## src/hdl/cache_cfg_pkg.sv

```systemverilog
// FIFO_DEPTH must be a power of two and PROG_THRESH must not exceed it
package cache_cfg_pkg;

  // ------------------------------------------------------------------
  // Cache front-end port
  // ------------------------------------------------------------------
  // Word and byte addresses share one width
  localparam int ADDR_W     = 32;
  localparam int DATA_W     = 32;
  localparam int STRB_W     = 4;
  // Byte address to word address
  localparam int BYTE_SHIFT = 2;

  // Issue FSM encoding
  localparam int                       ISSUE_STATE_W = 1;
  localparam logic [ISSUE_STATE_W-1:0] ISSUE_RESET   = 1'b0;
  localparam logic [ISSUE_STATE_W-1:0] ISSUE_READY   = 1'b1;

  // ------------------------------------------------------------------
  // FIFO sizing
  // ------------------------------------------------------------------
  localparam int FIFO_DEPTH  = 64;
  localparam int PROG_THRESH = 32;

endpackage

```

## src/hdl/mem_packet_pkg.sv

```systemverilog
// Queued entries are packed MSB first as {cmd, id, addr, wdata} and {cmd, id, data}
package mem_packet_pkg;

  // ------------------------------------------------------------------
  // Memory packet fields
  // ------------------------------------------------------------------
  localparam int               CMD_W         = 2;
  localparam logic [CMD_W-1:0] CMD_MEM_READ  = 2'd1;
  localparam logic [CMD_W-1:0] CMD_MEM_WRITE = 2'd2;
  // Request tag, echoed in the response
  localparam int               ID_W          = 8;
  // Word offset from the descriptor base
  localparam int               OFFSET_W      = 16;

  // Request entry layout
  localparam int REQ_DATA_LSB = 0;
  localparam int REQ_ADDR_LSB = REQ_DATA_LSB + cache_cfg_pkg::DATA_W;
  localparam int REQ_ID_LSB   = REQ_ADDR_LSB + cache_cfg_pkg::ADDR_W;
  localparam int REQ_CMD_LSB  = REQ_ID_LSB + ID_W;
  localparam int REQ_W        = REQ_CMD_LSB + CMD_W;

  // Response entry layout
  localparam int RESP_DATA_LSB = 0;
  localparam int RESP_ID_LSB   = RESP_DATA_LSB + cache_cfg_pkg::DATA_W;
  localparam int RESP_CMD_LSB  = RESP_ID_LSB + ID_W;
  localparam int RESP_W        = RESP_CMD_LSB + CMD_W;

endpackage

```

## src/hdl/cache_command_issue.sv

```systemverilog
// One command in flight at a time and a head with neither read nor write code stalls the queue
module cache_command_issue (
  input  logic                             ap_clk,
  input  logic                             areset_control,
  input  logic                             head_valid_i,
  input  logic [mem_packet_pkg::REQ_W-1:0] head_entry_i,
  input  logic                             resp_prog_full_i,
  input  logic                             descriptor_valid_i,
  input  logic                             cache_ready_i,
  input  logic                             cache_rvalid_i,
  output logic                             req_pop_o,
  output logic                             resp_push_o,
  output logic                             cache_valid_o,
  output logic [cache_cfg_pkg::ADDR_W-1:0] cache_addr_o,
  output logic [cache_cfg_pkg::DATA_W-1:0] cache_wdata_o,
  output logic [cache_cfg_pkg::STRB_W-1:0] cache_wstrb_o
);

  // ------------------------------------------------------------------
  // Head decode and issue gating
  // ------------------------------------------------------------------
  logic [cache_cfg_pkg::ISSUE_STATE_W-1:0] state_q;
  logic [cache_cfg_pkg::ISSUE_STATE_W-1:0] state_d;
  logic [mem_packet_pkg::CMD_W-1:0]        head_cmd;
  logic                                    head_is_read;
  logic                                    head_is_write;
  logic                                    issue_ok;

  assign head_cmd      = head_entry_i[mem_packet_pkg::REQ_CMD_LSB +: mem_packet_pkg::CMD_W];
  assign head_is_read  = (head_cmd == mem_packet_pkg::CMD_MEM_READ);
  assign head_is_write = (head_cmd == mem_packet_pkg::CMD_MEM_WRITE);

  // Head present, response room, descriptor loaded, cache ready
  assign issue_ok = head_valid_i & ~resp_prog_full_i & descriptor_valid_i & cache_ready_i;

  // ------------------------------------------------------------------
  // State register
  // ------------------------------------------------------------------
  always_ff @(posedge ap_clk) begin
    if (areset_control) begin
      state_q <= cache_cfg_pkg::ISSUE_RESET;
    end else begin
      state_q <= state_d;
    end
  end

  // Reset state lasts one cycle
  always_comb begin
    state_d = state_q;
    case (state_q)
      cache_cfg_pkg::ISSUE_RESET: state_d = cache_cfg_pkg::ISSUE_READY;
      cache_cfg_pkg::ISSUE_READY: state_d = cache_cfg_pkg::ISSUE_READY;
      default:                    state_d = cache_cfg_pkg::ISSUE_RESET;
    endcase
  end

  // ------------------------------------------------------------------
  // Command and FIFO strobes
  // ------------------------------------------------------------------
  always_comb begin
    cache_valid_o = 1'b0;
    req_pop_o     = 1'b0;
    resp_push_o   = 1'b0;
    if (state_q == cache_cfg_pkg::ISSUE_READY && issue_ok) begin
      if (head_is_read) begin
        // Hold the read until data returns
        if (cache_rvalid_i) begin
          req_pop_o   = 1'b1;
          resp_push_o = 1'b1;
        end else begin
          cache_valid_o = 1'b1;
        end
      end else if (head_is_write) begin
        // Write completes on acceptance
        cache_valid_o = 1'b1;
        req_pop_o     = 1'b1;
        resp_push_o   = 1'b1;
      end
    end
  end

  // Command fields straight from the head
  assign cache_addr_o  = head_entry_i[mem_packet_pkg::REQ_ADDR_LSB +: cache_cfg_pkg::ADDR_W];
  assign cache_wdata_o = head_entry_i[mem_packet_pkg::REQ_DATA_LSB +: cache_cfg_pkg::DATA_W];
  // Reads carry zero strobes
  assign cache_wstrb_o = {cache_cfg_pkg::STRB_W{head_is_write}};

endmodule

```

## config.mk

```make
export PLATFORM = sky130hd
export DESIGN_NAME = cache_command_issue
export DESIGN_NICKNAME = d
export VERILOG_FILES = /design/src/hdl/cache_cfg_pkg.sv /design/src/hdl/mem_packet_pkg.sv /design/src/hdl/cache_command_issue.sv
export SDC_FILE = /design/constraint.sdc
export NUM_CORES = 1
export LEC_CHECK = 0
export BUFFER_PORTS_ARGS = -buffer_cell sky130_fd_sc_hd__buf_2
export CAP_MARGIN = 10
export CORE_AREA = 2 2 60 62
export CTS_CLUSTER_SIZE = 10
export DETAILED_ROUTE_END_ITERATION = 8
export DIE_AREA = 0 0 62 64
export HOLD_SLACK_MARGIN = 0.02
export PLACE_DENSITY = 0.76
export SETUP_SLACK_MARGIN = 0.05
export SYNTH_ARGS = -nofsm -noshare
export SYNTH_HDL_FRONTEND = slang
export SYNTH_SLANG_ARGS = --single-unit
```

## constraint.sdc

```tcl
create_clock -name ap_clk -period 0.85 [get_ports ap_clk]
set_clock_uncertainty 0.15 [all_clocks]
set_input_delay 0.0425 -clock ap_clk [delete_from_list [all_inputs] [get_ports ap_clk]]
set_output_delay 0.0425 -clock ap_clk [all_outputs]
set_load 0.01 [all_outputs]
```

==> reports/results.txt <==
Clock transition at path regs: 0 ps
Synth area leader: buf_4
Crit Path Category: primary input to output port
Most numerous cell in the Yosys netlist: buf_4
CP Capture Type: output port
Setup violations, final: 3
Net count, final: 171
Seq/Total Area, Yosys: 0.0335
Switching power: 172 uW
# rows: 21
Biggest register: state_q
Logic pwr share: 0.900
Top_reg_cell synth: dfxtp_1
First-pass GRT wire length: 1680 um
Worst slew pin tran: 186 ps
Pre-CTS setup slack: -217 ps
GP Congestion: 0.434
Boundary Pins: 152
Peak VDD IR: 139 uV
Finished Cell Area: 1070 um^2
Cell internal pwr: 350 uW
Biggest regs: state_q: 1 flops
Core area: 3280 um^2
Crit path cell chain: buf_6, or3b_4, a211oi_2, buf_2
Yosys cell types: 9
WP data required: 660 ps
Port Buffer Count: 15
Die Y-Extent: 64 um
Vias per cell: 3.47
DR pass1 iterations: 2
Synth Instances: 78
Initial antenna violation count: 0
Layout cell share with drive strength beyond 1: 0.239
Setup WS post-layout: -192 ps
Part of the power in the clock network: 0
Post-synthesis async set-or-reset flop share: 0
Commonest cells in the synthesized netlist: 69 x buf_4, 2 x inv_1
Crit path arrival time: 850 ps
Post-layout util: 0.326
Starting Density: 0.182
Synth area leaders: buf_4 87%, dfxtp_1 3.4%, a211oi_2 2.1%
Drt wl/cell: 12.4 um
Share of the synthesized area in the top cell type: 0.868
Synth warn: 0
Drt initial violations: 1
Via count: 465
Violated checks: setup timing
Status: finished with violations
Final Hold Violating Endpoints: 0
Final Routed Wirelength: 1660 um
Die area: 3970 um^2
Total track usage: 0.0530
Flop pwr share: 0.100
Post-DP Area: 216 um^2
Vias in the first global route: 392
MaxCap Viol Count: 0
PwrDens: 488 nW/um^2
Number of synthesized flops with an enable pin: 0
Min-delay worst type: primary input to register
Fillcell total: 308
Slowest stage cell, crit path: or3b_4
Top delay family on crit path: simple AND/OR/NAND/NOR gates
Largest net degree at the start of global routing: 5
Detailed-placement wirelength estimate: 724 um
Pleak: 0.000946 uW
# DRC: 0
Max Clk Rate: 960 MHz
Max reg flops: 1
N_diodes: 0
GRT overflow: 0
Relative slew slack: 0.876
Buffers & Inverters on Critical Path: 2
Area grow syn2layout: 79.2%
Die span in x: 62 um
Antenna Violating Nets Remaining: 0
Sw Ratio: 0.329
Mapped Area: 597 um^2
Critical path's largest stage delay: 380 ps
Hold Worst Slack: 42.5 ps
Mapped Nets: 159
Syn avg cell area: 7.65 um^2
CP startpoint kind: primary input
Synthesized flop and latch total: 1
Final worst path period share: 1.23
Slew Viols, Final: 0
Min cycle time layout: 1040 ps
Worst Path Max Fanout: 3
RSZ-0062 raised after global routing: yes
==> placed cells by master (no fill, tap or decap) <==
cell type	instances
buf_2	8
nand3b_1	1
buf_6	7
a211oi_2	2
inv_4	1
dfxtp_2	1
nand4_1	1
or2b_4	1
dlymetal6s4s_1	64
inv_1	1
or3b_4	1
==> what timing repair did <==
item,4_1_cts,5_1_grt
setup buffers,0,0
endpoints found under the hold margin,64,0
setup endpoints to repair,7,71
hold buffers,64,0
resized for setup,4,72
==> stage by stage <==
| step | power [uW] | instances | setup TNS [ps] |
|---|---|---|---|
| global placement | 102 | 70 | -760 |
| floorplan | 395 | 78 | -222 |
| global route | 543 | 134 | -708 |
| CTS | 451 | 134 | -528 |
| detailed placement | 105 | 70 | -809 |
| finish | 522 | 134 | -497 |
==> power by group through the flow <==
| stage | sequential (uW) | combinational (uW) | clock, uW |
|---|---|---|---|
| floorplan | 50.9 | 344 | 0 |
| global placement | 51.5 | 50.9 | 0 |
| detailed placement | 52.2 | 52.4 | 0 |
| CTS | 52.5 | 398 | 0 |
| global route | 52.7 | 490 | 0 |
| finish | 52.4 | 469 | 0 |
==> cells by family after synthesis <==
group	synth area share
buffers and inverters	0.881
AND/OR/NAND/NOR	0.0524
AO/OA/AOI/OAI	0.0335
flip-flops	0.0335
==> area by class of cell <==
type                    instances  area (um^2)  area share
inverters                       2         10.0     0.00936
flip-flops and latches          1         21.3      0.0199
well taps                      46         57.6      0.0538
multi-input cells               6         61.3      0.0573
repair buffers                 79          920       0.860
==> worst paths after layout <==
path	from	endpoint	slack (ps)	cells past startpoint
max	head_entry_i[73]	cache_valid_o	-190	4
min	areset_control	state_q	40	2
==> routing by layer <==
metal,routed length (um),up-vias,global-route usage
met4,0,0,0
li1,-,192,-
met2,1030,74,0.132
met3,273,0,0.00607
met1,358,199,0.0363
met5,0,-,0
(Power assumes the default switching activity.)
