### src/hdl/sync_fifo.sv
// DEPTH must be a power of two and a write into a full FIFO is dropped unless a read frees a slot
module sync_fifo #(
  parameter int WIDTH  = 8,
  parameter int DEPTH  = 64,
  parameter int THRESH = 32
) (
  input  logic             ap_clk,
  input  logic             areset_control,
  input  logic             wr_en_i,
  input  logic [WIDTH-1:0] din_i,
  input  logic             rd_en_i,
  output logic [WIDTH-1:0] dout_o,
  output logic             empty_o,
  output logic             prog_full_o
);

  localparam int PTR_W = $clog2(DEPTH);
  localparam int CNT_W = $clog2(DEPTH + 1);

  // ------------------------------------------------------------------
  // Storage and pointers
  // ------------------------------------------------------------------
  logic [WIDTH-1:0] mem [DEPTH];
  logic [PTR_W-1:0] wr_ptr;
  logic [PTR_W-1:0] rd_ptr;
  // Occupancy, one wider than the pointers
  logic [CNT_W-1:0] count;
  logic             full;
  logic             do_wr;
  logic             do_rd;

  assign full    = (count == CNT_W'(DEPTH));
  assign empty_o = (count == '0);
  // Pop only a real entry
  assign do_rd   = rd_en_i & ~empty_o;
  // Full is fine when the same cycle pops
  assign do_wr   = wr_en_i & (~full | do_rd);

  always_ff @(posedge ap_clk) begin
    if (do_wr) begin
      mem[wr_ptr] <= din_i;
    end
  end

  // Pointers wrap naturally at a power-of-two depth
  always_ff @(posedge ap_clk) begin
    if (areset_control) begin
      wr_ptr <= '0;
      rd_ptr <= '0;
      count  <= '0;
    end else begin
      if (do_wr) begin
        wr_ptr <= wr_ptr + 1'b1;
      end
      if (do_rd) begin
        rd_ptr <= rd_ptr + 1'b1;
      end
      case ({do_wr, do_rd})
        2'b10:   count <= count + 1'b1;
        2'b01:   count <= count - 1'b1;
        default: count <= count;
      endcase
    end
  end

  // ------------------------------------------------------------------
  // Outputs
  // ------------------------------------------------------------------
  // First word falls through
  assign dout_o      = mem[rd_ptr];
  assign prog_full_o = (count >= CNT_W'(THRESH));

endmodule

### config.mk
export PLATFORM = sky130hd
export DESIGN_NAME = sync_fifo
export DESIGN_NICKNAME = d
export VERILOG_FILES = /design/src/hdl/sync_fifo.sv
export SDC_FILE = /design/constraint.sdc
export NUM_CORES = 1
export LEC_CHECK = 0
export BUFFER_PORTS_ARGS = -buffer_cell sky130_fd_sc_hd__clkbuf_2
export CORE_ASPECT_RATIO = 1.25
export CORE_MARGIN = 10
export CORE_UTILIZATION = 35
export CTS_CLUSTER_SIZE = 10
export DETAILED_ROUTE_END_ITERATION = 8
export HOLD_SLACK_MARGIN = 0.12
export PLACE_DENSITY_LB_ADDON = 0.25
export RECOVER_POWER = 100
export SETUP_SLACK_MARGIN = 0.3
export SLEW_MARGIN = 20
export SYNTH_ARGS = -nofsm -noshare
export SYNTH_HDL_FRONTEND = slang
export SYNTH_SLANG_ARGS = --single-unit
### constraint.sdc
create_clock -name ap_clk -period 7.3 [get_ports ap_clk]
set_clock_uncertainty 0.05 [all_clocks]
set_input_delay 0.73 -clock ap_clk [delete_from_list [all_inputs] [get_ports ap_clk]]
set_output_delay 0.73 -clock ap_clk [all_outputs]
set_load 0.02 [all_outputs]
==> metrics.cfg, run 1 <==
[sta]
fin_crit_ps = 5439
timing.final.crit_share_pct = 74.51
report.final.slew_viol_count = 566
relSlewSlack_pct = -110.5
rsz0062_at_grt = no
final-hold-violation-count = 0
final-setup-viol-count = 0
finalSetupTns_ps = 0
timing.hold.ws_ps = 436.6
fmax_ghz = 0.1839
timing_worst_slew_pin_value_ps = 3158

[floorplanning]
io_pins = 22
initial_core_util_pct = 35.39
design.core.area_um2 = 59680
fp.dieArea_um2 = 70630
row_count = 100
die_w_um = 239.7
die_h_um = 294.7

[clocking]
clkTransAtPathRegs_ps = 60
numCtsBuffers = 59
clock-root-buffer = clkbuf_16
cts_tree = done
clockBufferDepth = 3
htreeDepth = 2
holdBufCountCts = 0
insertion_delay_ps = 590
clock-sinks = 537
postCtsSetupRepairBufs = 0
post_cts_resized = 0

[routing]
routedWlPerCell_um = 26.40
drt_wl_total_mm = 49.41
first_pass_iters = 8
drt_iter0_drc = 783
vias = 10140
drc = 0
final_antenna_net_count = 0
viasPerCell = 5.418

[status]
outcome = complete, but fails checks
violations = max-capacitance violations, max-slew violations

[placed_design]
port_buffers = 21
post_dp_cell_area_um2 = 22020
globalplace.congestion = 0.8192
dp_hpwl_mm = 29.72
placed_cells = 1799

[synth]
synthAdderAreaFrac_pct = 0.5094
async_flop_share_pct = 0
seq_area_frac_synth_pct = 75.16
synthMuxAreaShare_pct = 15.05
synth_ff_type = edfxtp_1
synthXorXnorAreaFrac_pct = 0.4561
synth_edf_count = 512
syn_avg_cell_area_um2 = 20.00
synth-simple-area-share_pct = 4.117
syn-instance-count = 1056
syn-cell-area_um2 = 21120
synth_seq_cells = 537
yosysUniqueCellTypes = 53
synth_compound_area_share_pct = 3.181
yosys_warnings = 0
synth_nets = 1076
synth_top_family_by_area = multiplexers

[grt]
grt_pass1_vias = 10500
grt_usage_pct = 14.06
use_met3_pct = 1.934
grt_max_degree = 65
grt.busiest_layer = met2
gr-usage-met1_pct = 18.00
met2_usage_pct = 24.32
grt_pass1_wl_mm = 73.04
grt_overflow = 0
antenna_found_initial = 0

[cells_and_area]
fin_area_um2 = 23550
nets = 1115
num_antenna_cells = 0
area_growth_pct = 11.49
finalNonFillerCells = 1872
nFillCells = 5236
drive_gt1_share_pct = 20.33

[power]
finalPower_mw = 7.182
ir_worst_vdd_mv = 0.1732
p_per_area_nw_per_um2 = 305.0
total_leakage_power_nw = 7.012

[setup_path]
cp_max_fo = 45
crit_required_ps = 6520
reg2reg_depth = 9
end_kind = output port
worstSetupPathType = flop to output port
startpoint_type = flop
crit_arrival_ps = 4660

[worst_hold_path]
hp-class = flop to flop
hold_depth = 2

[flow_run]
drv_cap = 9

==> cell usage after synthesis, types with 2 or more instances <==
| master | count | area, um2 |
|---|---|---|
| or3b_2 | 5 | 43.79 |
| o21a_1 | 2 | 15.01 |
| a211oi_1 | 17 | 127.6 |
| nor2_1 | 98 | 367.9 |
| nand2b_1 | 10 | 62.56 |
| a21oi_1 | 11 | 55.05 |
| buf_4 | 12 | 90.09 |
| a22o_1 | 8 | 70.07 |
| o21ai_0 | 14 | 70.07 |
| ha_1 | 7 | 87.58 |
| inv_1 | 5 | 18.77 |
| nor3b_1 | 2 | 15.01 |
| xor2_1 | 5 | 43.79 |
| buf_2 | 8 | 40.04 |
| nand4_1 | 2 | 12.51 |
| edfxtp_1 | 512 | 15370 |
| buf_1 | 10 | 37.54 |
| a221oi_1 | 8 | 70.07 |
| nand2_1 | 21 | 78.83 |
| dfxtp_1 | 25 | 500.5 |
| nor2b_1 | 11 | 68.82 |
| o31a_1 | 2 | 17.52 |
| or3_1 | 3 | 18.77 |
| o22ai_1 | 13 | 81.33 |
| o311ai_0 | 2 | 17.52 |
| or2_2 | 3 | 18.77 |
| nand3_1 | 5 | 25.02 |
| buf_6 | 3 | 33.78 |
| o221ai_1 | 4 | 35.03 |
| mux4_2 | 128 | 2883 |
| mux2i_1 | 27 | 270.3 |
| clkbuf_1 | 27 | 101.4 |
| xnor2_1 | 6 | 52.55 |
| a22oi_1 | 4 | 30.03 |
| nand3b_1 | 6 | 45.04 |
| nor3_1 | 11 | 55.05 |
| or2_0 | 2 | 12.51 |
| or4_1 | 2 | 15.01 |
==> where the power goes <==
| group | total, mW | internal, mW | switching (mW) |
|---|---|---|---|
| clock network | 2.58 | 1.48 | 1.10 |
| logic | 1.07 | 0.504 | 0.566 |
| registers | 3.53 | 3.42 | 0.110 |
==> sequential cells by signal (all words and copies together), names as in the netlist, named ones only <==
signal and flops:
mem 512, count 7, rd_ptr 6, wr_ptr 6
==> critical path: stages (launching register included) <==
cell	delay, ps
dfxtp_2	1470
buf_4	690
mux4_2	580
mux2i_1	250
o22ai_1	170
or4_1	590
clkbuf_1	230
==> cells by family after synthesis <==
group / Yosys count
AO/OA/AOI/OAI: 94
XOR/XNOR: 11
adder cells (fa/ha/maj): 8
multiplexers: 157
buffers and inverters: 65
flip-flops: 537
AND/OR/NAND/NOR: 184
==> final timing paths <==
kind / startpoint / to / slack [ps]
setup / recovery: flop / dout_o[5] / 1860
hold / removal: rd_ptr[1] / flop / 440
setup reg to reg: count[0] / count[6] / 3600
hold reg to reg: rd_ptr[1] / flop / 440
==> final cells by class <==
| cell class | instances | area [um2] | area share (%) |
|---|---|---|---|
| sequential | 537 | 15890 | 67.46 |
| multi-input combinational | 454 | 4906 | 20.83 |
| clock buffer | 71 | 1564 | 6.642 |
| tap | 765 | 957.2 | 4.065 |
| timing repair buffer | 38 | 192.7 | 0.8183 |
| clock inverter | 2 | 23.77 | 0.1010 |
| inverter | 5 | 18.77 | 0.07970 |
==> through the flow <==
step / worst slack [ps] / utilization [%]
global route: 1477 / 39.45
detailed placement: 2946 / 36.90
floorplan: 4283 / -
CTS: 2317 / 39.56
finish: 1861 / 39.45
global placement: 2977 / 36.90
==> placed cells by master (no fill, tap or decap), drive strengths merged, types with 7 or more instances in the layout <==
master,instances
dfxtp,25
buf,9
clkbuf,100
mux2i,27
a211oi,17
a21oi,11
a22o,8
nand2b,10
a221oi,8
nor2,98
nor3,11
edfxtp,512
mux4,128
o21ai,14
nand2,21
o22ai,13
ha,7
nor2b,11
==> layer usage <==
layer  wire [um]  up-vias
met2       25720      308
li1            -     4383
met4        1212        0
met3        2378       74
met5           0        -
met1       20110     5377
No activity file was read; power rests on OpenSTA's default activity.
==> run 2: changes to the inputs <==
Clock period 7.3 ns to 5.4 ns, I/O delays scaled along.
==> run 2 against run 1 <==
The run still ends with max-capacitance violations, max-slew violations left. Register-to-register slack lost 1900 ps. Global-route usage rose by 0.12 points. Worst hold slack worse by 120 ps. Flip-flop and latch count unchanged. Largest power group unchanged. Highest routed layer unchanged.
==> metrics.cfg, run 2 (same netlist as run 1, synthesis figures left out) <==
[clocking]
numCtsBuffers = 59
cts_tree = done
postCtsSetupRepairBufs = 0
htreeDepth = 2
insertion_delay_ps = 590
post_cts_resized = 0
clkTransAtPathRegs_ps = 60
holdBufCountCts = 0
clockBufferDepth = 3
clock-sinks = 537
clock-root-buffer = clkbuf_16

[sta]
timing.final.crit_share_pct = 89.58
fmax_ghz = 0.2067
report.final.slew_viol_count = 520
timing_worst_slew_pin_value_ps = 3022
relSlewSlack_pct = -101.4
final-hold-violation-count = 0
finalSetupTns_ps = 0
fin_crit_ps = 4837
rsz0062_at_grt = no
final-setup-viol-count = 0

[grt]
grt_overflow = 0
grt.busiest_layer = met2
grt_pass1_vias = 10820
met2_usage_pct = 23.97
grt_max_degree = 65
gr-usage-met1_pct = 17.54
antenna_found_initial = 0
use_met3_pct = 2.383
grt_pass1_wl_mm = 73.31
grt_usage_pct = 14.19

[floorplanning]
fp.dieArea_um2 = 70630
initial_core_util_pct = 35.39
io_pins = 22
die_w_um = 239.7
row_count = 100
design.core.area_um2 = 59680
die_h_um = 294.7

[placed_design]
dp_hpwl_mm = 30.28
placed_cells = 1802
globalplace.congestion = 0.7967
port_buffers = 21
post_dp_cell_area_um2 = 22070

[power]
p_per_area_nw_per_um2 = 411.5
ir_worst_vdd_mv = 0.2472
total_leakage_power_nw = 7.028
finalPower_mw = 9.701

[setup_path]
cp_top_family = compound AO/OA/AOI/OAI gates
crit_required_ps = 4810
reg2reg_depth = 9
slowest_delay_ps = 850
crit_chain = clkbuf_2 > mux4_2 > o22ai_1 > a211oi_1 > o21ai_0 > o221ai_1 > clkbuf_1
reg2reg_to = count[6]
ff2ff_setup_slack_ps = 1700
worstSetupPathType = flop to output port
crit_arrival_ps = 4250
cp_max_fo = 35
end_kind = output port
crit_buf_inv = 2
cp_slowest_cell = dfxtp_4
crit-reg2reg-launch = count[0]
startpoint_type = flop

[status]
outcome = complete, but fails checks
violations = max-capacitance violations, max-slew violations

[cells_and_area]
reg_top3 = mem: 512 flops, count: 7 flops
largest_reg_flops = 512
nFillCells = 5278
finalNonFillerCells = 1874
area_growth_pct = 11.61
regMostFlops = mem
utilization_pct = 39.50
nets = 1118
num_antenna_cells = 0
drive_gt1_share_pct = 20.65
layout_common_cells = 512 x edfxtp_1, 128 x mux4_2, 98 x nor2_1
mostFrequentLayoutCell = edfxtp_1
fin_area_um2 = 23570

[worst_hold_path]
hold_depth = 3
hp-class = primary input to flop
min_from = wr_en_i
min_to = count[6]

[routing]
viasPerCell = 5.431
drc = 0
final_antenna_net_count = 0
vias = 10180
drt_iter0_drc = 757
routedWlPerCell_um = 26.49
drt_wl_total_mm = 49.64
first_pass_iters = 7

[flow_run]
drv_cap = 8

run 2: how the worst max path moves through the flow:
stage	to	slack [ps]	cells past startpoint
floorplan	count[6]	2380	9
global placement	dout_o[2]	1450	7
detailed placement	dout_o[2]	1410	7
CTS	dout_o[2]	740	7
global route	dout_o[2]	400	7
finish	dout_o[7]	560	7
run 2: final cells by class:
type	count	area, um2	area share (%)
sequential	537	15890	67.40
multi-input combinational	454	4906	20.81
clock buffer	70	1539	6.528
tap	765	957.2	4.060
timing repair buffer	41	240.2	1.019
clock inverter	2	25.02	0.1062
inverter	5	18.77	0.07961
run 2: layer usage:
metal	share of wire (%)	up-vias
met4	4.1	0
li1	-	4376
met3	5.0	100
met2	51	294
met5	0	-
met1	40	5407
run 2: power breakdown:
part | switching (mW) | leakage [nW] | total [mW] | internal [mW]
logic | 0.764 | 1.45 | 1.46 | 0.699
registers | 0.141 | 4.81 | 4.77 | 4.63
clock network | 1.51 | 0.763 | 3.47 | 1.96
run 2: tightest hold or removal path, cell delays in order:
cell and delay [ps]:
clkbuf_2 130, a21oi_1 130, o31a_1 130
run 2: through the flow:
stage | hold WS [ps] | worst slack (ps)
after floorplan | 417.7 | 2383
after global placement | 422.9 | 1448
after detailed placement | 439.6 | 1407
after CTS | 274.7 | 743.1
after global routing | 326.4 | 395.7
final | 317.8 | 562.6
