### src/hdl/cache_cfg_pkg.sv
// FIFO_DEPTH must be a power of two and PROG_THRESH must not exceed it
package cache_cfg_pkg;

  // ------------------------------------------------------------------
  // Cache front-end port
  // ------------------------------------------------------------------
  // Word and byte addresses share one width
  localparam int ADDR_W     = 32;
  localparam int DATA_W     = 32;
  localparam int STRB_W     = 4;
  // Byte address to word address
  localparam int BYTE_SHIFT = 2;

  // Issue FSM encoding
  localparam int                       ISSUE_STATE_W = 1;
  localparam logic [ISSUE_STATE_W-1:0] ISSUE_RESET   = 1'b0;
  localparam logic [ISSUE_STATE_W-1:0] ISSUE_READY   = 1'b1;

  // ------------------------------------------------------------------
  // FIFO sizing
  // ------------------------------------------------------------------
  localparam int FIFO_DEPTH  = 64;
  localparam int PROG_THRESH = 32;

endpackage

### src/hdl/mem_packet_pkg.sv
// Queued entries are packed MSB first as {cmd, id, addr, wdata} and {cmd, id, data}
package mem_packet_pkg;

  // ------------------------------------------------------------------
  // Memory packet fields
  // ------------------------------------------------------------------
  localparam int               CMD_W         = 2;
  localparam logic [CMD_W-1:0] CMD_MEM_READ  = 2'd1;
  localparam logic [CMD_W-1:0] CMD_MEM_WRITE = 2'd2;
  // Request tag, echoed in the response
  localparam int               ID_W          = 8;
  // Word offset from the descriptor base
  localparam int               OFFSET_W      = 16;

  // Request entry layout
  localparam int REQ_DATA_LSB = 0;
  localparam int REQ_ADDR_LSB = REQ_DATA_LSB + cache_cfg_pkg::DATA_W;
  localparam int REQ_ID_LSB   = REQ_ADDR_LSB + cache_cfg_pkg::ADDR_W;
  localparam int REQ_CMD_LSB  = REQ_ID_LSB + ID_W;
  localparam int REQ_W        = REQ_CMD_LSB + CMD_W;

  // Response entry layout
  localparam int RESP_DATA_LSB = 0;
  localparam int RESP_ID_LSB   = RESP_DATA_LSB + cache_cfg_pkg::DATA_W;
  localparam int RESP_CMD_LSB  = RESP_ID_LSB + ID_W;
  localparam int RESP_W        = RESP_CMD_LSB + CMD_W;

endpackage

### src/hdl/request_ingress.sv
// Requests have no back-pressure and the base used is the one latched when stage two fires
module request_ingress (
  input  logic                                ap_clk,
  input  logic                                areset_control,
  input  logic                                descriptor_valid_i,
  input  logic [cache_cfg_pkg::ADDR_W-1:0]    descriptor_base_i,
  input  logic                                request_valid_i,
  input  logic [mem_packet_pkg::CMD_W-1:0]    request_cmd_i,
  input  logic [mem_packet_pkg::ID_W-1:0]     request_id_i,
  input  logic [mem_packet_pkg::OFFSET_W-1:0] request_offset_i,
  input  logic [cache_cfg_pkg::DATA_W-1:0]    request_wdata_i,
  output logic                                push_o,
  output logic [mem_packet_pkg::REQ_W-1:0]    push_entry_o,
  output logic                                descriptor_valid_o
);

  // ------------------------------------------------------------------
  // Descriptor latch
  // ------------------------------------------------------------------
  logic [cache_cfg_pkg::ADDR_W-1:0] descriptor_base_q;

  // Valid sticks until reset
  always_ff @(posedge ap_clk) begin
    if (areset_control) begin
      descriptor_valid_o <= 1'b0;
    end else if (descriptor_valid_i) begin
      descriptor_valid_o <= 1'b1;
    end
  end

  always_ff @(posedge ap_clk) begin
    if (descriptor_valid_i) begin
      descriptor_base_q <= descriptor_base_i;
    end
  end

  // ------------------------------------------------------------------
  // Stage one request register
  // ------------------------------------------------------------------
  logic                                request_valid_q;
  logic [mem_packet_pkg::CMD_W-1:0]    request_cmd_q;
  logic [mem_packet_pkg::ID_W-1:0]     request_id_q;
  logic [mem_packet_pkg::OFFSET_W-1:0] request_offset_q;
  logic [cache_cfg_pkg::DATA_W-1:0]    request_wdata_q;
  logic [cache_cfg_pkg::ADDR_W-1:0]    word_addr;
  logic [mem_packet_pkg::REQ_W-1:0]    entry_d;

  always_ff @(posedge ap_clk) begin
    if (areset_control) begin
      request_valid_q <= 1'b0;
      push_o          <= 1'b0;
    end else begin
      request_valid_q <= request_valid_i;
      // Stage two strobe is the FIFO write
      push_o          <= request_valid_q;
    end
  end

  always_ff @(posedge ap_clk) begin
    request_cmd_q    <= request_cmd_i;
    request_id_q     <= request_id_i;
    request_offset_q <= request_offset_i;
    request_wdata_q  <= request_wdata_i;
  end

  // ------------------------------------------------------------------
  // Stage two translation and packing
  // ------------------------------------------------------------------
  // Word base plus zero-extended offset
  assign word_addr = (descriptor_base_q >> cache_cfg_pkg::BYTE_SHIFT)
                   + {{(cache_cfg_pkg::ADDR_W - mem_packet_pkg::OFFSET_W){1'b0}},
                      request_offset_q};

  always_comb begin
    entry_d = '0;
    entry_d[mem_packet_pkg::REQ_CMD_LSB +: mem_packet_pkg::CMD_W]  = request_cmd_q;
    entry_d[mem_packet_pkg::REQ_ID_LSB +: mem_packet_pkg::ID_W]    = request_id_q;
    entry_d[mem_packet_pkg::REQ_ADDR_LSB +: cache_cfg_pkg::ADDR_W] = word_addr;
    entry_d[mem_packet_pkg::REQ_DATA_LSB +: cache_cfg_pkg::DATA_W] = request_wdata_q;
  end

  // Payload only
  always_ff @(posedge ap_clk) begin
    push_entry_o <= entry_d;
  end

endmodule

### config.mk
export PLATFORM = sky130hd
export DESIGN_NAME = request_ingress
export DESIGN_NICKNAME = d
export VERILOG_FILES = /design/src/hdl/cache_cfg_pkg.sv /design/src/hdl/mem_packet_pkg.sv /design/src/hdl/request_ingress.sv
export SDC_FILE = /design/constraint.sdc
export NUM_CORES = 1
export LEC_CHECK = 0
export BUFFER_PORTS_ARGS = -buffer_cell sky130_fd_sc_hd__buf_2
export CORE_UTILIZATION = 48
export DETAILED_ROUTE_END_ITERATION = 10
export GPL_TIMING_DRIVEN = 0
export PLACE_DENSITY = 0.78
export REMOVE_ABC_BUFFERS = 1
export SLEW_MARGIN = 20
export SYNTH_ARGS = -nofsm -noshare
export SYNTH_HDL_FRONTEND = slang
export SYNTH_SLANG_ARGS = --single-unit
### constraint.sdc
create_clock -name ap_clk -period 2.6 [get_ports ap_clk]
set_input_delay 0.26 -clock ap_clk [delete_from_list [all_inputs] [get_ports ap_clk]]
set_output_delay 0.26 -clock ap_clk [all_outputs]
set_load 0.01 [all_outputs]
==> results of run 1 <==
per-stage QoR:
stage | util [%] | setup WS [ns] | instance area, um2 | std cells
after floorplan | - | 0.465 | 4710 | 318
after global placement | 60.8 | 0.193 | 5700 | 613
after detailed placement | 60.8 | 0.136 | 5700 | 613
after CTS | 76.6 | 0.0921 | 7180 | 735
after global routing | 76.7 | 0.0336 | 7190 | 735
final | 76.7 | 0.161 | 7190 | 735
repair_timing:
item,4_1_cts,5_1_grt
hold buffers,90,0
setup endpoints to repair,0,8
buffers inserted,0,0
endpoints found under the hold margin,91,0
resized for setup,0,2
power by group through the flow:
| stage | clock network, W | registers (W) | logic [W] |
|---|---|---|---|
| floorplan | 0 | 0.00299 | 0.000242 |
| global placement | 0 | 0.00292 | 0.000554 |
| detailed placement | 0 | 0.00293 | 0.000566 |
| CTS | 0.00241 | 0.00288 | 0.000678 |
| global route | 0.00254 | 0.00290 | 0.000756 |
| finish | 0.00239 | 0.00288 | 0.000694 |
worst min-delay path by stage:
stage	end	slack [ns]
finish	push_entry_o[66]	0.33
detailed placement	push_entry_o[19]	0.31
global route	push_entry_o[66]	0.34
floorplan	request_cmd_q[0]	0.29
global placement	push_entry_o[66]	0.31
CTS	push_entry_o[30]	0.33
cells by family (layout without fill, tap and decap cells):
family | Yosys count | after routing | synth area share (%)
flip-flops | 164 | 164 | 75.8
AO/OA/AOI/OAI | 55 | 55 | 8.26
AND/OR/NAND/NOR | 52 | 52 | 5.67
XOR/XNOR | 27 | 27 | 5.01
adder cells (fa/ha/maj) | 17 | 17 | 4.66
buffers and inverters | 5 | 290 | 0.477
other | 1 | 1 | 0.0794
placed cells by master, fill, tap and decap left out, drive strengths merged, types with 3 or more instances in the layout:
master,n
edfxtp,30
inv,12
a21o,5
xor2,6
xnor2,21
a21oi,16
nand2,17
o21ai,11
o21bai,4
nand3,6
o211ai,6
clkinv,5
and3,3
dfxtp,134
nor2,13
clkbuf,17
dlygate4sd3,90
nor2b,5
ha,16
buf,166
o2111ai,4
layer usage:
layer,track usage (%),vias up
met5,0,-
met4,10.4,0
met3,8.97,30
met2,42.8,153
met1,28.5,1670
li1,-,1669
final cells by class:
class                           instances  share of cell area [%]
Clock inverter                         15                    2.26
Timing Repair Buffer                  256                    24.1
Sequential cell                       164                    49.9
Inverter                                2                   0.104
Multi-Input combinational cell        152                    15.7
Clock buffer                           17                    5.76
Tap cell                              129                    2.25
state kept, by name, indices dropped and copies added (netlist names):
signal,cells
request_offset_q,16
descriptor_base_q,30
request_valid_q,1
request_wdata_q,32
push_o,1
request_id_q,8
request_cmd_q,2
descriptor_valid_o,1
push_entry_o,73
worst max-delay path: stages (launching register included):
cell and delay [ns]:
edfxtp_1 0.38, ha_1 0.25, fa_2 0.39, a211oi_2 0.27, o21ai_2 0.14, o211ai_1 0.33
a21oi_2 0.18, o2111ai_1 0.24, xnor2_1 0.17
==> impl_metrics.tcl, run 1 <==
set metrics [dict create \
    ir_drop_mv 0.490 \
    async_flop_share_pct 0 \
    cts_tree "done" \
    finalSetupViolations 0 \
    cp-endpoint "push_entry_o[58]" \
    p_sw_w 0.00157 \
    p_int_w 0.00440 \
    cts_buffer_depth 2 \
    synth.avg_cell_area_um2 14.7 \
    grt_pass1_wl_mm 18.8 \
    cp.arrival_ns 2.86 \
    wl_met2_mm 5.93 \
    firstDrtPassIters 5 \
    slew_viol_final 0 \
    antenna_found_initial 0 \
    power_w 0.00597 \
    drive_gt1_share_pct 34.5 \
    grt_pass1_vias 3815 \
    r2r-start "descriptor_base_q[2]" \
    synth_common_cells "134 x dfxtp_1, 30 x edfxtp_1, 21 x xnor2_1, 16 x ha_1" \
    maxUsedRoutingLayer "met4" \
    r2r_setup_slack_ns 0.16 \
    wire_per_inst_um 16.2 \
    rows 35 \
    path_class "flip-flop to flip-flop" \
    clock_latency_ns 0.51 \
    cp.required_ns 3.02 \
    worstPathMaxFanout 6 \
    core-area_um2 9370 \
    path_clk_slew_ns 0.07 \
    hp-class "flip-flop to flip-flop" \
    synth_edf_count 30 \
    die_h_um 101 \
    seqCellArea_um2 3580 \
    yosysWarningCount 0 \
    cts.sinks 164 \
    fill_cells 556 \
    fmax_mhz 410 \
    wl_mm 11.9 \
    wl_met3_um 948 \
    status "finished, final reports clean" \
    layout.nets 704 \
    die_x_um 101 \
    drt_iter0_markers 101 \
    portBuffers 166 \
    multi_input_area_um2 1130 \
    yosys.cell_types.count 40 \
    power_density_nw_per_um2 830 \
    power_leakage_nw 3.18 \
    m1WireLength_mm 4.74 \
    tightest_slew_ns 0.749 \
    area_growth_pct 52.1 \
    rr_worst_depth 8 \
    ys_ff_latch 164 \
    power_frac_comb_pct 11.6 \
    ys_seq_area_share_pct 75.8 \
    cts_buffers 17 \
    via_per_inst 4.79 \
    grt_max_degree 32 \
    finalHoldViolations 0 \
    drc 0 \
    critPathLaunchType "flip-flop" \
    min_from "request_id_q[2]" \
    whs_ns 0.329 \
    synth.area.top_cells "dfxtp_1 57%, edfxtp_1 19%, ha_1 4.2%, xnor2_1 3.9%, a21oi_1 1.6%" \
    yosys.area.top_type_share_pct 56.8 \
    gr-total-overflow 0 \
    diodes 0 \
    gp_congestion 0.867 \
    synth_ff_type "dfxtp_1" \
    crit_start "descriptor_base_q[2]" \
    crit-reg2reg-capture "push_entry_o[58]" \
    power.share.sequential_pct 48.3 \
    clkPwrFrac_pct 40.1 \
    dieArea_um2 10200 \
    rsz0062_at_grt "no" \
    synth_most_common_cell "dfxtp_1" \
    whs_path_depth 0 \
    antenna_left 0 \
    vias 3522 \
    synth_area_um2 4720 \
    initial_utilization_pct 50.4 \
    period_needed_ns 2.44 \
    end_kind "flip-flop" \
    sw_frac_of_total_pct 26.3 \
    cts_max_level 4 \
    relSlewSlack_pct 50.1 \
    grt_usage_pct 25.0 \
    syn_inst 321 \
    tns_ns 0 \
    skew_ns 0.00920 \
    cts_root_buffer "clkbuf_8" \
    place_hpwl_mm 6.85 \
    max_cap_violations 0 \
    period_share_pct 93.8 \
    ioPinCount 170 \
    yosysTopAreaCell "dfxtp_1" \
]
(Power assumes the default switching activity.)
==> run 2: changes to the inputs <==
--- a/config.mk
+++ b/config.mk
@@ -5,12 +5,14 @@
 export SDC_FILE = /design/constraint.sdc
 export NUM_CORES = 1
 export LEC_CHECK = 0
+export ABC_AREA = 1
 export BUFFER_PORTS_ARGS = -buffer_cell sky130_fd_sc_hd__buf_2
-export CORE_UTILIZATION = 48
+export CORE_UTILIZATION = 50
 export DETAILED_ROUTE_END_ITERATION = 10
 export GPL_TIMING_DRIVEN = 0
-export PLACE_DENSITY = 0.78
+export PLACE_DENSITY = 0.79
 export REMOVE_ABC_BUFFERS = 1
+export SETUP_SLACK_MARGIN = 0.1
 export SLEW_MARGIN = 20
 export SYNTH_ARGS = -nofsm -noshare
 export SYNTH_HDL_FRONTEND = slang
==> run 2 against run 1 <==
Flip-flop and latch count unchanged. Critical endpoint is now push_entry_o[48]. Synthesized area is 12% higher. First-iteration DRC count rose by 44%. Sequential share of layout area decreased by 3.5 points. Critical path type unchanged. Setup slack better by 0.39 ns. Count of clock-buffer cells in the layout increased by 2. Highest routed layer unchanged.
==> impl_metrics.tcl, run 2 <==
set metrics [dict create \
    crit-reg2reg-capture "push_entry_o[48]" \
    hp-class "flip-flop to flip-flop" \
    whs_path_depth 0 \
    power_frac_comb_pct 12.6 \
    place_hpwl_mm 8.56 \
    finalSetupViolations 0 \
    grt_pass1_vias 4600 \
    gr-total-overflow 0 \
    period_needed_ns 2.05 \
    drt_iter0_markers 145 \
    ioPinCount 170 \
    relSlewSlack_pct 48.5 \
    crit_top_cell "nand3_1" \
    largest_reg_flops 73 \
    rows 37 \
    power_density_nw_per_um2 780 \
    post_cts_buffers 0 \
    async_flop_share_pct 0 \
    p_int_w 0.00446 \
    ys_seq_area_share_pct 68.0 \
    fin_area_um2 7720 \
    vias 4269 \
    crit_family "adder cells" \
    reg_top3 "push_entry_o x73, request_wdata_q x32, descriptor_base_q x30" \
    worst-path-stages 9 \
    skew_ns 0.0157 \
    yosysWarningCount 0 \
    p_sw_w 0.00157 \
    clock_latency_ns 0.54 \
    synth_ff_type "dfxtp_1" \
    dieArea_um2 11000 \
    rsz0062_at_grt "no" \
    wire_per_inst_um 14.7 \
    synth_edf_count 30 \
    cp_slowest_stage_delay_ns 0.45 \
    path_class "flip-flop to flip-flop" \
    synth.avg_cell_area_um2 10.4 \
    period_share_pct 78.7 \
    crit_path_cell_trace "ha_1 > fa_1 > nand3_1 > nand3_1 > nand2_1 > nand3_1 > nand2_1 > nand2_2 > xor2_1" \
    finalHoldViolations 0 \
    yosys.cell_types.count 28 \
    core-area_um2 10300 \
    drc 0 \
    tns_ns 0 \
    ir_drop_mv 0.815 \
    cts_buffer_depth 2 \
    fmax_mhz 489 \
    ys_ff_latch 164 \
    slew_viol_final 0 \
    cts_root_buffer "clkbuf_8" \
    cts_resized 0 \
    clkPwrFrac_pct 39.5 \
    grt_max_degree 32 \
    tightest_slew_ns 0.773 \
    fin_cells 931 \
    yosysTopAreaCell "dfxtp_1" \
    critPathLaunchType "flip-flop" \
    synth_area_um2 5270 \
    power_leakage_nw 3.85 \
    cts_buffers 17 \
    firstDrtPassIters 4 \
    drive_gt1_share_pct 26.6 \
    end_kind "flip-flop" \
    placed_cells 808 \
    die_x_um 105 \
    slowest_stage "fa_1" \
    max_flop_register "push_entry_o" \
    worstPathMaxFanout 4 \
    wl_mm 13.7 \
    die_h_um 105 \
    critPathBufInv 0 \
    syn_inst 507 \
    layout.nets 892 \
    cp.arrival_ns 2.45 \
    cp.required_ns 3.00 \
    antenna_found_initial 1 \
    synth_common_cells "150 x nand2_1, 134 x dfxtp_1, 65 x inv_1, 30 x edfxtp_1, 30 x nand3_1" \
    status "finished, final reports clean" \
    cts.sinks 164 \
    synth_most_common_cell "nand2_1" \
    cts_tree "done" \
    max_cap_violations 0 \
    final_cell_mix "166 x buf_2, 150 x nand2_1, 134 x dfxtp_1, 90 x dlygate4sd3_1, 65 x inv_1" \
    final_common_cell "buf_2" \
    cts_max_level 4 \
    gp_congestion 0.912 \
    yosys.area.top_type_share_pct 50.9 \
    r2r_setup_slack_ns 0.55 \
    area_growth_pct 46.5 \
    via_per_inst 4.59 \
    sw_frac_of_total_pct 26.0 \
    r2r-start "descriptor_base_q[2]" \
    power.share.sequential_pct 47.9 \
    initial_utilization_pct 51.3 \
    rr_worst_depth 9 \
    path_clk_slew_ns 0.06 \
    portBuffers 166 \
    grt_usage_pct 26.4 \
    dpl_cell_area_um2 6260 \
    antenna_left 0 \
    crit_start "descriptor_base_q[2]" \
    synth.area.top_cells "dfxtp_1 51%, edfxtp_1 17%, nand2_1 11%, inv_1 4.6%, ha_1 3.8%" \
    grt_pass1_wl_mm 21.7 \
    cp-endpoint "push_entry_o[48]" \
]
run 2: cell type report:
cell class / instances / area [um2]
clock buffers: 19 / 422
inverters: 66 / 248
fillers: 686 / 2550
diodes: 1 / 2.50
well taps: 136 / 170
clock inverters: 13 / 134
multi-input cells: 276 / 1430
repair buffers: 256 / 1730
flip-flops and latches: 164 / 3580
run 2: worst min path at each step:
| stage | start | endpoint | slack [ns] |
|---|---|---|---|
| after floorplan | request_cmd_i[0] | request_cmd_q[0] | 0.29 |
| final | request_wdata_q[15] | push_entry_o[15] | 0.33 |
| after detailed placement | request_wdata_q[1] | push_entry_o[1] | 0.31 |
| after global routing | request_id_q[5] | push_entry_o[69] | 0.34 |
| after global placement | request_id_q[1] | push_entry_o[65] | 0.31 |
| after CTS | request_wdata_q[29] | push_entry_o[29] | 0.33 |
run 2: metal layers:
| layer | track usage, % | vias up | wire length (um) |
|---|---|---|---|
| met5 | 0 | - | 0 |
| met4 | 11.4 | 0 | 321 |
| met3 | 10.4 | 31 | 1080 |
| met2 | 46.4 | 163 | 6940 |
| met1 | 28.0 | 1942 | 5370 |
| li1 | - | 2133 | - |
run 2: logic make-up (layout without fill, tap and decap cells):
kind of cell | Yosys count | in the layout | share of synthesized area, %
compound gates | 12 | 12 | 1.19
xor+xnor | 15 | 15 | 2.49
fa+ha+maj | 17 | 17 | 4.18
buf+inv | 67 | 354 | 4.84
flops | 164 | 164 | 68.0
other cells | 1 | 2 | 0.0712
simple gates | 231 | 231 | 19.2
run 2: power groups by stage:
| stage | clock network, W | logic [W] | registers (W) |
|---|---|---|---|
| CTS | 0.00239 | 0.000750 | 0.00288 |
| global placement | 0 | 0.000630 | 0.00293 |
| global route | 0.00252 | 0.000836 | 0.00290 |
| floorplan | 0 | 0.000287 | 0.00299 |
| detailed placement | 0 | 0.000642 | 0.00294 |
| finish | 0.00238 | 0.000760 | 0.00289 |
run 2: what timing repair did:
item,CTS,global route
hold endpoints to repair,91,0
hold buffers,90,0
setup endpoints to repair,0,0
run 2: stage by stage:
stage          hold slack, ns  util [%]  setup slack [ns]  power, W
3_3_place_gp            0.310      60.9             0.616   0.00356
3_5_place_dp            0.312      60.9             0.566   0.00358
4_1_cts                 0.326      75.1             0.555   0.00602
5_1_grt                 0.337      75.1             0.431   0.00627
2_1_floorplan           0.288         -             0.837   0.00328
6_report                0.329      75.1             0.555   0.00602
==> run 3: changes to the inputs <==
--- a/config.mk
+++ b/config.mk
@@ -5,12 +5,12 @@
 export SDC_FILE = /design/constraint.sdc
 export NUM_CORES = 1
 export LEC_CHECK = 0
-export ABC_AREA = 1
+export ABC_AREA = 0
 export BUFFER_PORTS_ARGS = -buffer_cell sky130_fd_sc_hd__buf_2
-export CORE_UTILIZATION = 50
+export CORE_UTILIZATION = 48
 export DETAILED_ROUTE_END_ITERATION = 10
 export GPL_TIMING_DRIVEN = 0
-export PLACE_DENSITY = 0.79
+export PLACE_DENSITY = 0.78
 export REMOVE_ABC_BUFFERS = 1
 export SETUP_SLACK_MARGIN = 0.1
 export SLEW_MARGIN = 20
==> constraint.sdc (replaced) <==
create_clock -name ap_clk -period 2 [get_ports ap_clk]
set_input_delay 0.2 -clock ap_clk [delete_from_list [all_inputs] [get_ports ap_clk]]
set_output_delay 0.2 -clock ap_clk [all_outputs]
set_load 0.01 [all_outputs]
==> run 3 against run 2 <==
Cell area is 4.3% lower. The run now ends with setup timing left. Largest power group unchanged. Via count is 17% lower. First-iteration DRC count is 34% lower. Setup slack worse by 0.78 ns. Clock skew is 0.0072 ns lower. Critical path depth stayed put. Register-to-register slack worse by 0.78 ns. Fmax is 8.0% lower. Sequential power is 30% higher. Routed wire length is 11% lower. Critical endpoint is now push_entry_o[58]. Worst hold slack worse by 0.016 ns.
==> impl_metrics.tcl, run 3 (same netlist as run 1, synthesis figures left out) <==
set metrics [dict create \
    status "finished, violations left" \
    failed_checks "setup timing" \
    layout.nets 709 \
    finalSetupViolations 17 \
    cts_buffer_depth 2 \
    antenna_found_initial 2 \
    die_h_um 101 \
    slowest_stage "edfxtp_1" \
    gp_congestion 0.867 \
    drt_iter0_markers 96 \
    via_per_inst 4.76 \
    ioPinCount 170 \
    max_flop_register "push_entry_o" \
    cts_max_level 4 \
    final_common_cell "buf_2" \
    clkPwrFrac_pct 39.5 \
    clock_latency_ns 0.51 \
    fin_area_um2 7390 \
    ir_drop_mv 0.669 \
    setup_ws_ns -0.224 \
    cts_root_buffer "clkbuf_8" \
    path_class "flip-flop to flip-flop" \
    portBuffers 166 \
    crit_path_cell_trace "ha_2 > fa_2 > a211oi_2 > o21ai_2 > o211ai_1 > buf_4 > a21oi_4 > o2111ai_2 > xnor2_1" \
    fmax_mhz 450 \
    dieArea_um2 10200 \
    end_kind "flip-flop" \
    largest_reg_flops 73 \
    grt_pass1_vias 3874 \
    period_needed_ns 2.22 \
    cts_tree "done" \
    finish.utilization_pct 78.8 \
    firstDrtPassIters 4 \
    wl_mm 12.2 \
    hp-class "input port to flip-flop" \
    dpl_cell_area_um2 5700 \
    cp.arrival_ns 2.64 \
    worstPathMaxFanout 6 \
    finalHoldViolations 0 \
    core-area_um2 9370 \
    die_x_um 101 \
    critPathLaunchType "flip-flop" \
    fill_cells 534 \
    wire_per_inst_um 16.5 \
    final_cell_mix "166 x buf_2, 134 x dfxtp_1, 90 x dlygate4sd3_1, 30 x edfxtp_1, 21 x xnor2_1" \
    sw_frac_of_total_pct 26.3 \
    crit_family "compound AO/OA/AOI/OAI gates" \
    p_sw_w 0.00206 \
    drive_gt1_share_pct 38.5 \
    max_cap_violations 0 \
    initial_utilization_pct 50.4 \
    place_hpwl_mm 6.85 \
    cp.required_ns 2.42 \
    gr-total-overflow 0 \
    area_growth_pct 56.4 \
    critPathBufInv 1 \
    rows 35 \
    grt_pass1_wl_mm 19.2 \
    power.share.sequential_pct 48.0 \
    power_frac_comb_pct 12.5 \
    reg_top3 "push_entry_o x73, request_wdata_q x32, descriptor_base_q x30" \
    cts.sinks 164 \
    whs_ns 0.313 \
    grt_usage_pct 25.5 \
    rsz0062_at_grt "yes" \
    power_density_nw_per_um2 1060 \
    path_clk_slew_ns 0.07 \
    skew_ns 0.00844 \
    cts_buffers 17 \
    p_int_w 0.00577 \
    tightest_slew_ns 0.764 \
    relSlewSlack_pct 49.0 \
    power_leakage_nw 3.22 \
    slew_viol_final 0 \
    antenna_left 0 \
    cp_slowest_stage_delay_ns 0.38 \
    drc 0 \
    grt_max_degree 32 \
    period_share_pct 111 \
    vias 3529 \
]
==> run 3: path summary, 6_finish.rpt <==
kind / end / cells past startpoint / slack, ns / start
setup / recovery: push_entry_o[58] / 9 / -0.22 / descriptor_base_q[2]
hold / removal: descriptor_base_q[25] / 1 / 0.31 / descriptor_valid_i
setup reg to reg: push_entry_o[58] / 9 / -0.22 / descriptor_base_q[2]
hold reg to reg: push_entry_o[14] / 0 / 0.33 / request_wdata_q[14]
==> run 3: area by class of cell <==
class                      instances  area (um2)  share of cell area [%]
sequential                       164        3580                    48.5
timing repair buffer             261        1770                    24.0
multi-input combinational        152        1280                    17.3
clock buffer                      17         414                    5.61
clock inverter                    15         163                    2.20
tap                              129         161                    2.18
inverter                           2        7.51                   0.102
antenna                            2        5.00                  0.0677
==> run 3: power groups by stage <==
| stage | combinational (W) | clock (W) | sequential (W) |
|---|---|---|---|
| floorplan | 0.000315 | 0 | 0.00389 |
| global placement | 0.000720 | 0 | 0.00380 |
| detailed placement | 0.000736 | 0 | 0.00381 |
| CTS | 0.000933 | 0.00313 | 0.00375 |
| global route | 0.00106 | 0.00329 | 0.00378 |
| finish | 0.000975 | 0.00309 | 0.00376 |
==> run 3: what timing repair did <==
action                                 in CTS  in global routing
endpoints found under the hold margin      91                  0
resized for setup                          21                  7
setup buffers                               4                  1
setup endpoints to repair                  22                 24
hold buffers                               90                  0
pin swaps                                  11                  7
==> run 3: worst register-to-register path, stage by stage (launching register included) <==
cell	delay, ns
edfxtp_1	0.38
ha_2	0.22
fa_2	0.37
a211oi_2	0.24
o21ai_2	0.10
o211ai_1	0.18
buf_4	0.16
a21oi_4	0.09
o2111ai_2	0.23
xnor2_1	0.17
==> run 3: stage by stage <==
step | power (W) | TNS (ns) | std cells | setup WS (ns)
after floorplan | 0.00420 | -0.784 | 318 | -0.135
after global placement | 0.00452 | -3.61 | 613 | -0.407
after detailed placement | 0.00455 | -4.05 | 613 | -0.464
after CTS | 0.00781 | -0.985 | 739 | -0.151
after global routing | 0.00813 | -3.95 | 742 | -0.351
final | 0.00783 | -1.58 | 742 | -0.224
==> run 3: routing by layer <==
metal,routed length [um],vias to the layer above,track usage (%)
li1,-,1682,-
met2,6260,145,44.5
met1,4720,1674,28.0
met3,976,28,10.1
met5,0,-,0
met4,272,0,9.48
